===== config.mk =====
export PLATFORM = sky130hd
export DESIGN_NAME = wb_stage_top
export DESIGN_NICKNAME = d
export VERILOG_FILES = /design/src/wb_pkg.sv /design/src/wb_ctrl.sv /design/src/wb_redirect.sv /design/src/wb_route.sv /design/src/wb_stage_top.sv /design/src/wbaq_buffer.sv /design/src/wbaq_count.sv
export VERILOG_INCLUDE_DIRS = /design/src
export SDC_FILE = /design/constraint.sdc
export NUM_CORES = 1
export LEC_CHECK = 0
export BUFFER_PORTS_ARGS = -buffer_cell sky130_fd_sc_hd__buf_2
export CORE_AREA = 2 2 397 399
export CTS_CLUSTER_SIZE = 25
export DETAILED_ROUTE_END_ITERATION = 8
export DIE_AREA = 0 0 399 401
export PLACE_DENSITY = 0.3
export SYNTH_ARGS = -nofsm -noshare
export SYNTH_HDL_FRONTEND = slang
export SYNTH_SLANG_ARGS = --single-unit
export TNS_END_PERCENT = 30

===== constraint.sdc =====
create_clock -name clk -period 5.15 [get_ports clk]
set_input_delay 0 -clock clk [delete_from_list [all_inputs] [get_ports clk]]
set_output_delay 0 -clock clk [all_outputs]
set_load 0.05 [all_outputs]

===== src/wb_params.svh =====
`ifndef WB_PARAMS_SVH
`define WB_PARAMS_SVH

// result operands per instruction
`define WB_NUM_OPS 4

// write-back address queue
`define WBAQ_DEPTH 4
`define WBAQ_PTR_W 2

// field widths
`define WB_DATA_W 64
`define WB_ADDR_W 32
`define WB_SIZE_W 2
`define WB_RID_W  3      // register / segment id within dest
`define WB_IE_W   4

`endif


===== src/wb_pkg.sv =====
`default_nettype none

`include "wb_params.svh"

package wb_pkg;

    // operand word read as a far pointer (ljmp / lcall / iret)
    typedef struct packed {
        logic [15:0] pad;
        logic [15:0] sel;                   // new cs
        logic [31:0] offset;                // new eip
    } wb_far_ptr_t;

    typedef union packed {
        logic [`WB_DATA_W-1:0] raw;
        wb_far_ptr_t           far;
    } wb_data_u;

    typedef struct packed {
        wb_data_u              data;
        logic [`WB_ADDR_W-1:0] dest;        // reg id, seg id or mem address
        logic                  is_reg;
        logic                  is_seg;
        logic                  is_mem;
        logic                  wb;          // operand is actually written back
    } wb_operand_t;

    typedef struct packed {
        logic [`WB_ADDR_W-1:0] addr;
        logic [`WB_DATA_W-1:0] data;
        logic [`WB_SIZE_W-1:0] size;
    } wbaq_entry_t;

    typedef enum logic [1:0] {
        WB_RUN    = 2'd0,
        WB_HALTED = 2'd1,
        WB_FAULT  = 2'd2
    } wb_state_t;

endpackage

`default_nettype wire


===== src/wb_ctrl.sv =====
`timescale 1ns/1ns
`default_nettype none

module wb_ctrl (
    input  logic              clk,
    input  logic              rst_n,
    input  logic              valid_in,
    input  logic              mem_ld,      // raw request before acceptance
    input  logic              full,
    input  logic              is_halt,
    input  logic              ie_val,
    input  logic              ie_ack,
    output logic              stall,
    output logic              accept,
    output logic              halted,
    output wb_pkg::wb_state_t state
);
    import wb_pkg::*;

    wb_state_t state_nxt;
    logic      running;

    assign running = (state == WB_RUN);
    assign stall   = running & valid_in & mem_ld & full;
    assign accept  = running & valid_in & ~stall;
    assign halted  = (state == WB_HALTED);

    always_comb begin
        state_nxt = state;
        case (state)
            WB_RUN: begin
                // exception wins over a faulting hlt
                if (accept && ie_val) begin
                    state_nxt = WB_FAULT;
                end else if (accept && is_halt) begin
                    state_nxt = WB_HALTED;
                end
            end
            WB_FAULT: begin
                if (ie_ack) begin
                    state_nxt = WB_RUN;
                end
            end
            WB_HALTED: begin
                state_nxt = WB_HALTED;      // only reset leaves
            end
            default: begin
                state_nxt = WB_RUN;
            end
        endcase
    end

    always_ff @(posedge clk or negedge rst_n) begin
        if (!rst_n) begin
            state <= WB_RUN;
        end else begin
            state <= state_nxt;
        end
    end

endmodule

`default_nettype wire


===== src/wb_redirect.sv =====
`timescale 1ns/1ns
`default_nettype none

`include "wb_params.svh"

module wb_redirect (
    input  logic                  accept,
    input  logic                  ld_eip_cs,
    input  wb_pkg::wb_data_u      op1,
    input  logic                  br_taken_in,
    input  logic                  br_correct_in,
    input  logic [`WB_ADDR_W-1:0] br_fip,
    input  logic [`WB_ADDR_W-1:0] br_fip_p1,
    input  logic [`WB_ADDR_W-1:0] eip_in,
    input  logic                  ie_in,
    input  logic                  interrupt_in,
    input  logic [`WB_IE_W-1:0]   ie_type_in,
    output logic [`WB_ADDR_W-1:0] new_fip_e,
    output logic [`WB_ADDR_W-1:0] new_fip_o,
    output logic [`WB_ADDR_W-1:0] new_eip,
    output logic                  is_resteer,
    output logic                  ie_val,
    output logic [`WB_IE_W-1:0]   ie_type
);

    logic [`WB_ADDR_W-1:0] line_a;      // 16-byte line of br_fip
    logic [`WB_ADDR_W-1:0] line_b;      // next line
    logic [`WB_ADDR_W-1:0] target;

    assign line_a = {br_fip[`WB_ADDR_W-1:4], 4'h0};
    assign line_b = {br_fip_p1[`WB_ADDR_W-1:4], 4'h0};

    // odd target line goes to the odd bank
    assign new_fip_e = br_fip[4] ? line_b : line_a;
    assign new_fip_o = br_fip[4] ? line_a : line_b;

    assign target  = ld_eip_cs ? op1.far.offset : br_fip;
    assign new_eip = br_taken_in ? target : eip_in;

    assign is_resteer = accept & ~br_correct_in;

    assign ie_val  = ie_in | interrupt_in;
    assign ie_type = {interrupt_in, ie_type_in[2:0]};   // bit 3 marks external int

endmodule

`default_nettype wire


===== src/wb_route.sv =====
`timescale 1ns/1ns
`default_nettype none

`include "wb_params.svh"

module wb_route (
    input  logic                                       accept,
    input  wb_pkg::wb_operand_t [`WB_NUM_OPS-1:0]      ops,
    input  logic [`WB_SIZE_W-1:0]                      op_size,
    input  logic [3:0]                                 size_ovr,   // one-hot
    input  logic                                       ld_eip_cs,
    output logic [`WB_NUM_OPS-1:0]                     reg_ld,
    output logic [`WB_NUM_OPS-1:0]                     seg_ld,
    output logic [`WB_NUM_OPS*`WB_RID_W-1:0]           reg_addr,
    output logic [`WB_NUM_OPS*`WB_RID_W-1:0]           seg_addr,
    output logic [`WB_NUM_OPS-1:0][`WB_DATA_W-1:0]     res,
    output logic                                       mem_ld,
    output wb_pkg::wbaq_entry_t                        mem_wr
);

    logic [`WB_NUM_OPS-1:0] mem_cand;   // ignores accept
    logic [`WB_SIZE_W-1:0]  memsize;

    always_comb begin
        for (int k = 0; k < `WB_NUM_OPS; k++) begin
            reg_ld[k]   = ops[k].is_reg & ops[k].wb & accept;
            seg_ld[k]   = ops[k].is_seg & ops[k].wb & accept;
            mem_cand[k] = ops[k].is_mem & ops[k].wb;
            reg_addr[k*`WB_RID_W +: `WB_RID_W] = ops[k].dest[`WB_RID_W-1:0];
            seg_addr[k*`WB_RID_W +: `WB_RID_W] = ops[k].dest[`WB_RID_W-1:0];
            res[k] = ops[k].data.raw;
        end
        // far transfer puts the new cs selector on res1
        if (ld_eip_cs) begin
            res[0] = {{(`WB_DATA_W-16){1'b0}}, ops[0].data.far.sel};
        end
    end

    assign mem_ld = |mem_cand;

    // override index, else far pointer size, else normal size
    always_comb begin
        if (size_ovr[3]) begin
            memsize = 2'd3;
        end else if (size_ovr[2]) begin
            memsize = 2'd2;
        end else if (size_ovr[1]) begin
            memsize = 2'd1;
        end else if (size_ovr[0]) begin
            memsize = 2'd0;
        end else if (ld_eip_cs) begin
            memsize = 2'd3;
        end else begin
            memsize = op_size;
        end
    end

    always_comb begin
        mem_wr      = '0;
        mem_wr.size = memsize;
        for (int k = `WB_NUM_OPS - 1; k >= 0; k--) begin
            if (mem_cand[k]) begin              // lowest index wins
                mem_wr.addr = ops[k].dest;
                mem_wr.data = ops[k].data.raw;
            end
        end
    end

endmodule

`default_nettype wire


===== src/wb_stage_top.sv =====
`timescale 1ns/1ns
`default_nettype none

`include "wb_params.svh"

module wb_stage_top (
    input  logic                                   clk,
    input  logic                                   rst_n,
    input  logic                                   valid_in,
    input  wb_pkg::wb_operand_t [`WB_NUM_OPS-1:0]  ops,
    input  logic [`WB_SIZE_W-1:0]                  op_size,
    input  logic [3:0]                             size_ovr,
    input  logic                                   ld_eip_cs,
    input  logic                                   is_halt,
    input  logic                                   br_valid_in,
    input  logic                                   br_taken_in,
    input  logic                                   br_correct_in,
    input  logic [`WB_ADDR_W-1:0]                  br_fip,
    input  logic [`WB_ADDR_W-1:0]                  br_fip_p1,
    input  logic [`WB_ADDR_W-1:0]                  eip_in,
    input  logic                                   ie_in,
    input  logic [`WB_IE_W-1:0]                    ie_type_in,
    input  logic                                   interrupt_in,
    input  logic                                   mem_ack,
    input  logic                                   ie_ack,
    output logic                                   valid_out,
    output logic                                   stall,
    output logic                                   halted,
    output wb_pkg::wb_state_t                      state,
    output logic [`WB_NUM_OPS-1:0]                 reg_ld,
    output logic [`WB_NUM_OPS-1:0]                 seg_ld,
    output logic [`WB_NUM_OPS*`WB_RID_W-1:0]       reg_addr,
    output logic [`WB_NUM_OPS*`WB_RID_W-1:0]       seg_addr,
    output logic [`WB_NUM_OPS-1:0][`WB_DATA_W-1:0] res,
    output logic [`WB_SIZE_W-1:0]                  memsize,
    output logic                                   mem_ld,
    output logic [`WB_ADDR_W-1:0]                  new_fip_e,
    output logic [`WB_ADDR_W-1:0]                  new_fip_o,
    output logic [`WB_ADDR_W-1:0]                  new_eip,
    output logic                                   br_valid,
    output logic                                   is_resteer,
    output logic                                   ie_val,
    output logic [`WB_IE_W-1:0]                    ie_type,
    output logic                                   mem_req,
    output wb_pkg::wbaq_entry_t                    mem_entry
);
    import wb_pkg::*;

    logic        accept;
    logic        mem_ld_raw;
    logic        full;
    logic        empty;
    logic        pop;
    wbaq_entry_t mem_wr;

    assign valid_out = accept;
    assign mem_ld    = accept & mem_ld_raw;     // queue push
    assign mem_req   = ~empty;
    assign pop       = mem_req & mem_ack;
    assign memsize   = mem_wr.size;
    assign br_valid  = br_valid_in & accept;

    wb_ctrl u_ctrl (
        .clk      (clk),
        .rst_n    (rst_n),
        .valid_in (valid_in),
        .mem_ld   (mem_ld_raw),
        .full     (full),
        .is_halt  (is_halt),
        .ie_val   (ie_val),
        .ie_ack   (ie_ack),
        .stall    (stall),
        .accept   (accept),
        .halted   (halted),
        .state    (state)
    );

    wbaq_count u_count (
        .clk   (clk),
        .rst_n (rst_n),
        .push  (mem_ld),
        .pop   (pop),
        .full  (full),
        .empty (empty)
    );

    wbaq_buffer u_buffer (
        .clk      (clk),
        .rst_n    (rst_n),
        .push     (mem_ld),
        .pop      (pop),
        .wr_entry (mem_wr),
        .head     (mem_entry)
    );

    wb_route u_route (
        .accept    (accept),
        .ops       (ops),
        .op_size   (op_size),
        .size_ovr  (size_ovr),
        .ld_eip_cs (ld_eip_cs),
        .reg_ld    (reg_ld),
        .seg_ld    (seg_ld),
        .reg_addr  (reg_addr),
        .seg_addr  (seg_addr),
        .res       (res),
        .mem_ld    (mem_ld_raw),
        .mem_wr    (mem_wr)
    );

    wb_redirect u_redirect (
        .accept        (accept),
        .ld_eip_cs     (ld_eip_cs),
        .op1           (ops[0].data),
        .br_taken_in   (br_taken_in),
        .br_correct_in (br_correct_in),
        .br_fip        (br_fip),
        .br_fip_p1     (br_fip_p1),
        .eip_in        (eip_in),
        .ie_in         (ie_in),
        .interrupt_in  (interrupt_in),
        .ie_type_in    (ie_type_in),
        .new_fip_e     (new_fip_e),
        .new_fip_o     (new_fip_o),
        .new_eip       (new_eip),
        .is_resteer    (is_resteer),
        .ie_val        (ie_val),
        .ie_type       (ie_type)
    );

endmodule

`default_nettype wire


===== src/wbaq_buffer.sv =====
`timescale 1ns/1ns
`default_nettype none

`include "wb_params.svh"

module wbaq_buffer (
    input  logic                clk,
    input  logic                rst_n,
    input  logic                push,
    input  logic                pop,
    input  wb_pkg::wbaq_entry_t wr_entry,
    output wb_pkg::wbaq_entry_t head
);
    import wb_pkg::*;

    wbaq_entry_t             mem [`WBAQ_DEPTH];
    logic [`WBAQ_PTR_W-1:0]  wr_ptr;
    logic [`WBAQ_PTR_W-1:0]  rd_ptr;

    // pointers wrap on their own as depth is a power of two
    always_ff @(posedge clk or negedge rst_n) begin
        if (!rst_n) begin
            wr_ptr <= '0;
            rd_ptr <= '0;
        end else begin
            if (push) begin
                wr_ptr <= wr_ptr + 1'b1;
            end
            if (pop) begin
                rd_ptr <= rd_ptr + 1'b1;
            end
        end
    end

    always_ff @(posedge clk) begin
        if (push) begin
            mem[wr_ptr] <= wr_entry;
        end
    end

    assign head = mem[rd_ptr];

endmodule

`default_nettype wire


===== src/wbaq_count.sv =====
`timescale 1ns/1ns
`default_nettype none

`include "wb_params.svh"

module wbaq_count (
    input  logic clk,
    input  logic rst_n,
    input  logic push,
    input  logic pop,
    output logic full,
    output logic empty
);

    localparam int CNT_W = `WBAQ_PTR_W + 1;

    logic [CNT_W-1:0] count;

    always_ff @(posedge clk or negedge rst_n) begin
        if (!rst_n) begin
            count <= '0;
        end else if (push && !pop) begin
            count <= count + 1'b1;
        end else if (pop && !push) begin
            count <= count - 1'b1;
        end
    end

    assign full  = (count == CNT_W'(`WBAQ_DEPTH));
    assign empty = (count == '0);

endmodule

`default_nettype wire

== Word level (Yosys, flattened, before mapping) ==
Memory sizes are Yosys's and may differ from the RTL's.
Index checks and enable logic that the tools add are counted.
Widths: inputs -> output; s select.

* Input port bits: 518
* RAM bits: 392
* Output and inout port bits: 498
* Bits in registers: 9
* Memories kept: 1

* Add/sub/neg operators: 4
* Eq/ne operators: 5
* Bitwise operators: 32
* Mux-type cells: 22
* Reductions and logical operators: 11

{| class="wikitable"
|+ Memory list
! name !! depth !! width !! rd ports !! clocked after memory_dff !! write ports !! RTL line !! RTL
|-
| u_buffer.mem || 4 || 98 || 1 || 0 || 1 || wbaq_buffer.sv:16 || <nowiki>wbaq_entry_t mem [`WBAQ_DEPTH];</nowiki>
|}

{| class="wikitable"
|+ Operators with widths
! cell !! number
|-
| $mux 96 || 4
|-
| $mux 32 || 4
|-
| $mux 64 || 1
|-
| $and 1x1->1 || 28
|-
| $mux 2 || 8
|-
| $mux 3 || 2
|-
| $pmux 2 s3 || 1
|-
| $add 2x1->2 const B || 2
|-
| $logic_and 1x1->1 || 4
|-
| $reduce_or 4->1 || 1
|-
| $add 3x1->3 const B || 1
|-
| $eq 3x3->1 const B || 1
|-
| $logic_not 3->1 || 1
|-
| $ne 3x3->1 const B || 1
|-
| $not 1->1 || 3
|-
| $sub 3x1->3 const B || 1
|-
| $eq 2x1->1 const B || 1
|-
| $eq 2x2->1 const B || 1
|-
| $logic_not 1->1 || 2
|-
| $logic_not 2->1 || 1
|-
| $mux 1 || 2
|-
| $ne 2x2->1 const B || 1
|-
| $reduce_and 2->1 || 1
|-
| $reduce_bool 2->1 || 1
|-
| $or 1x1->1 || 1
|}

== Depth between registers and ports, before layout ==
* Word-level depth: 11
* Gate-level depth with buffers: 10
* Mapped depth without buffers: 9

== By module ==
Synthesis repeated with hierarchy kept, for this count alone.

* Cell total of the unflattened synthesis: 1,608
* Area, all modules: 21,720.8 sq um

{| class="wikitable"
|+ Modules (own cells, without submodules)
! module !! area an instance (sq um) !! instances !! sequential area each (sq um) !! cells an instance
|-
| wbaq_buffer || 14,468.9 || 1 || 11,871.4 || 532
|-
| wb_route || 5,382.7 || 1 || 0.0 || 862
|-
| wb_redirect || 1,556.5 || 1 || 0.0 || 184
|-
| wbaq_count || 168.9 || 1 || 75.1 || 14
|-
| wb_ctrl || 121.4 || 1 || 50.0 || 12
|-
| wb_stage_top || 22.5 || 1 || 0.0 || 4
|}

== Worst setup path before layout ==
OpenSTA, ideal clock, no wires.

* Path kind: register to register
* From: register u_ctrl.state[0]
* To: memory u_buffer.mem[0][0] (netlist bit), enable pin
* Arrival: 3.402 ns
* Data required time: 4.682 ns
* Buffers on the path: 0
* Cell stages (with the launch flop): 4
* Path slack: 1.280 ns
* Cells stage by stage: dfrtp_1 nor3b_1 and2b_1 and3_1

* Cells in the longest elaborated chain, start to end: 9

{| class="wikitable"
|+ Ends and longest elaborated chain
! what !! RTL line !! RTL
|-
| from (decl) || wb_ctrl.sv:16 || <nowiki>output wb_pkg::wb_state_t state</nowiki>
|-
| from (signal assigned) || wb_ctrl.sv:57 || <nowiki>state <= state_nxt;</nowiki>
|-
| $logic_not 2->1 (*) || wb_ctrl.sv:23 || <nowiki>assign running = (state == WB_RUN);</nowiki>
|-
| $and 1x1->1 (*) || wb_ctrl.sv:24, wb_ctrl.sv:25 ||
|-
| $and 1x1->1 (2 in series) || wb_ctrl.sv:24 || <nowiki>assign stall = running & valid_in & mem_ld & full;</nowiki>
|-
| $not 1->1 || wb_ctrl.sv:25 || <nowiki>assign accept = running & valid_in & ~stall;</nowiki>
|-
| $and 1x1->1 (*) || wb_ctrl.sv:25 ||
|-
| $and 1x1->1 (*) || wb_stage_top.sv:57 || <nowiki>assign mem_ld = accept & mem_ld_raw;</nowiki>
|-
| $mux 1 (*) || wbaq_buffer.sv:36 || <nowiki>if (push) begin</nowiki>
|-
| $mux 1 (implied by the code) (*) || wbaq_buffer.sv:37 || <nowiki>mem[wr_ptr] <= wr_entry;</nowiki>
|-
| to (decl) || wbaq_buffer.sv:16 ||
|}

Mark *: on every way between the ends. The rest lies on a longest branch, timed or not.

==> metrics.md <==
| Metric | Value |
|---|---|
| Async S/R FF share, synth | 0.0224 |
| DRC Markers | 0 |
| Hold depth | 0 |
| Crit path buffers/inverters | 2 |
| 1st-pass router iterations | 5 |
| CTS tree | built |
| Clk_skew | 32.8 ps |
| Largest net degree at the start of global routing | 72 |
| Synth Area in Compound Gates | 0.107 |
| Max_cap viols | 0 |
| Via count | 16500 |
| WL/cell | 23.7 um |
| Comb pwr share | 0.434 |
| Largest area contributor in the netlist | edfxtp_1 |
| Core footprint | 156000 um^2 |
| Post-synth EDFFs | 392 |
| WL final | 107000 um |
| Arrival @ worst endpoint | 3050 ps |
| Slew @ Worst Pin | 1040 ps |
| CP max stage delay | 860 ps |
| P&R area growth vs syn | 42.6% |
| Detailed router's first-iteration violation count | 881 |
| Top post-synthesis cells by count | edfxtp_1 (392), buf_4 (233), o21ai_0 (152), nand2_1 (100), mux4_2 (98) |
| Final hold vios | 0 |
| Top delay family on crit path | flip-flops |
| Synth Area per Inst | 14.0 um^2 |
| Tot Pwr | 0.0141 W |
| Achievable frequency | 0.328 GHz |
| DP HPWL | 83900 um |
| Ratio of cells with drive above 1 in the final layout | 0.546 |
| Critical path depth | 3 |
| Post-Synth Adder-Cell Area | 0.00392 |
| Clk root buf | clkbuf_16 |
| Clk_lat worst skew | 630 ps |
| Worst-path clk slew | 60 ps |
| Main synth FF type | edfxtp_1 |
| Critical path endpoint category | primary output |
| Peak VDD IR | 0.000198 V |
| Switch share | 0.432 |
| WP data required | 5150 ps |
| Cell Chain, Critical Path | buf_12, mux4_2, buf_2 |
| Slew Viols, Final | 0 |
| Nets | 2927 |
| H-Tree Level Count | 2 |
| Count leader, synth | edfxtp_1 |
| Final min period | 3050 ps |
| Pwr dens | 468 nW/um^2 |
| FF+latch count, synth | 401 |
| Final worst slack | 2100 ps |
| Clock power frac | 0.257 |
| Cells after synthesis | 1503 |
| Final GP Congestion | 0.773 |
| Tcrit/Tclk final | 0.592 |
| Startpoint types | register |
| Relative slew margins | 0.305 |
| Synth top area cells | edfxtp_1 (56%), mux4_2 (10%), buf_4 (8.3%), mux2_2 (3.8%), o21ai_0 (3.6%) |
| Antenna viol nets, final | 0 |
| Netlist Area Pre-Place | 21100 um^2 |
| Post-synth top area share | 0.558 |
| # clock sinks | 401 |
| Initial antenna violation count | 37 |
| Setup TNS | 0 ps |
| Leak | 11.6 nW |
| Num ports | 1016 |
| Vias in the first global route | 17200 |
| Initial Utilization | 0.135 |
| Post-Layout Cell Count | 4509 |
| Dpl cells | 4259 |
| GRT Overall Usage | 0.127 |
| Flop pwr share | 0.309 |
| Global route overflow | 0 |
| Multiplexer share of the synthesized area | 0.159 |
| Cell Int Power | 0.00800 W |
| RSZ-0062 raised after global routing | false |
| CP Class | register to primary output |
| CTS Buf Count | 52 |
| Worst setup slack after placement | 2330 ps |
| Hold Path Class | input pin to primary output |
| Synth Area in Simple Gates | 0.0502 |
| Final setup viols | 0 |
| Max clock buf depth | 3 |
| Status | completed |
| Yosys warns | 0 |
| Worst reg2reg path depth | 4 |
| Die ar. | 160000 um^2 |
| Port-buffer cells | 996 |
| Switching pwr | 0.00607 W |
| Filler instances | 17100 |
| Die height | 401 um |
| Routed vias/inst | 3.67 |
| Die width | 399 um |
| Critical-path top delay cell | dfrtp_4 |
| Synth cell types | 41 |
| Num rows | 145 |
| Worst-path fanout max | 45 |
| First-pass GRT wire length | 141000 um |
| XOR/XNOR Fraction of Synth Area | 0.00249 |
| Main combinational cell family by area after synthesis | multiplexers |
| Sequential element share of the synthesized area | 0.569 |
worst reg2reg max path, stage by stage (launching register included):
cell and delay (ps):
dfrtp_1 410, nor3b_1 360, and2b_1 290, and3_4 580, buf_12 400
final cells by class:
class                      count  area (um^2)  area share
sequential                   401        12000       0.399
timing repair buffer        1179         6900       0.229
multi-input combinational    765         6860       0.228
tap                         2058         2570      0.0856
clock buffer                  60         1330      0.0443
clock inverter                33          359      0.0119
antenna                        9         22.5    0.000749
inverter                       4         15.0    0.000499
path summary, 6_finish.rpt:
kind,start,endpoint,slack (ps)
worst max register to register,u_ctrl.state[0],u_buffer.mem[2][9],2450
worst max-delay path,u_buffer.rd_ptr[0],mem_entry[8],2100
worst min register to register,u_count.count[2],u_count.count[2],490
min in group asynchronous,rst_n,u_ctrl.state[0],380
max in group asynchronous,rst_n,u_buffer.rd_ptr[0],4420
worst min-delay path,ie_type_in[2],ie_type[2],0.1
repair_timing:
item	4_1_cts	5_1_grt
buffers inserted	0	0
endpoints found under the hold margin	326	0
gates resized for setup	0	0
hold buffers	148	0
logic make-up (layout without fill, tap and decap cells):
family / count (synthesis) / after routing
DFF: 401 / 401
buffers and inverters: 344 / 1276
AOI/OAI and AO/OA: 325 / 325
and+or+nand+nor: 218 / 218
muxes: 202 / 202
adders and majority gates: 6 / 6
xor gates and xnor gates: 6 / 6
other: 1 / 17
per-layer routing:
layer,track usage,part of all wire,vias up
li1,-,-,7387
met2,0.214,0.48,750
met5,0,0.00032,-
met3,0.0314,0.070,104
met4,0.0327,0.022,4
met1,0.162,0.43,8282
metrics by stage:
| stage | util | hold WS (ps) | cell area [um^2] |
|---|---|---|---|
| floorplan | - | -296 | 21100 |
| global placement | 0.173 | -118 | 26900 |
| detailed placement | 0.173 | -119 | 26900 |
| CTS | 0.193 | 0.550 | 30000 |
| global route | 0.193 | 0.209 | 30000 |
| finish | 0.193 | 0.139 | 30100 |
flip-flops by register name, summed over array words and instances, names as in the netlist:
| signal | cells |
|---|---|
| u_buffer.mem | 392 |
| u_buffer.rd_ptr | 2 |
| u_buffer.wr_ptr | 2 |
| u_count.count | 3 |
| u_ctrl.state | 2 |
power by group through the flow:
stage	Clock [W]	Combinational [W]	Sequential (W)
after global routing	0.00389	0.00645	0.00439
after detailed placement	0	0.00613	0.00443
after floorplan	0	0.00444	0.00427
after global placement	0	0.00615	0.00444
final	0.00362	0.00610	0.00434
after CTS	0.00379	0.00627	0.00436
layout by cell type (no fill, tap or decap), types with 40 or more instances in the layout:
cell type        n
buf_2          995
mux4_2          98
o21ai_1         40
nor2b_1         50
a221oi_2        40
clkbuf_16       52
o21ai_0        152
edfxtp_1       392
nand2_1         98
dlygate4sd3_1  148
mux2_2          71
a221oi_1        56
Note: power is estimated with default switching activity, not from simulation.
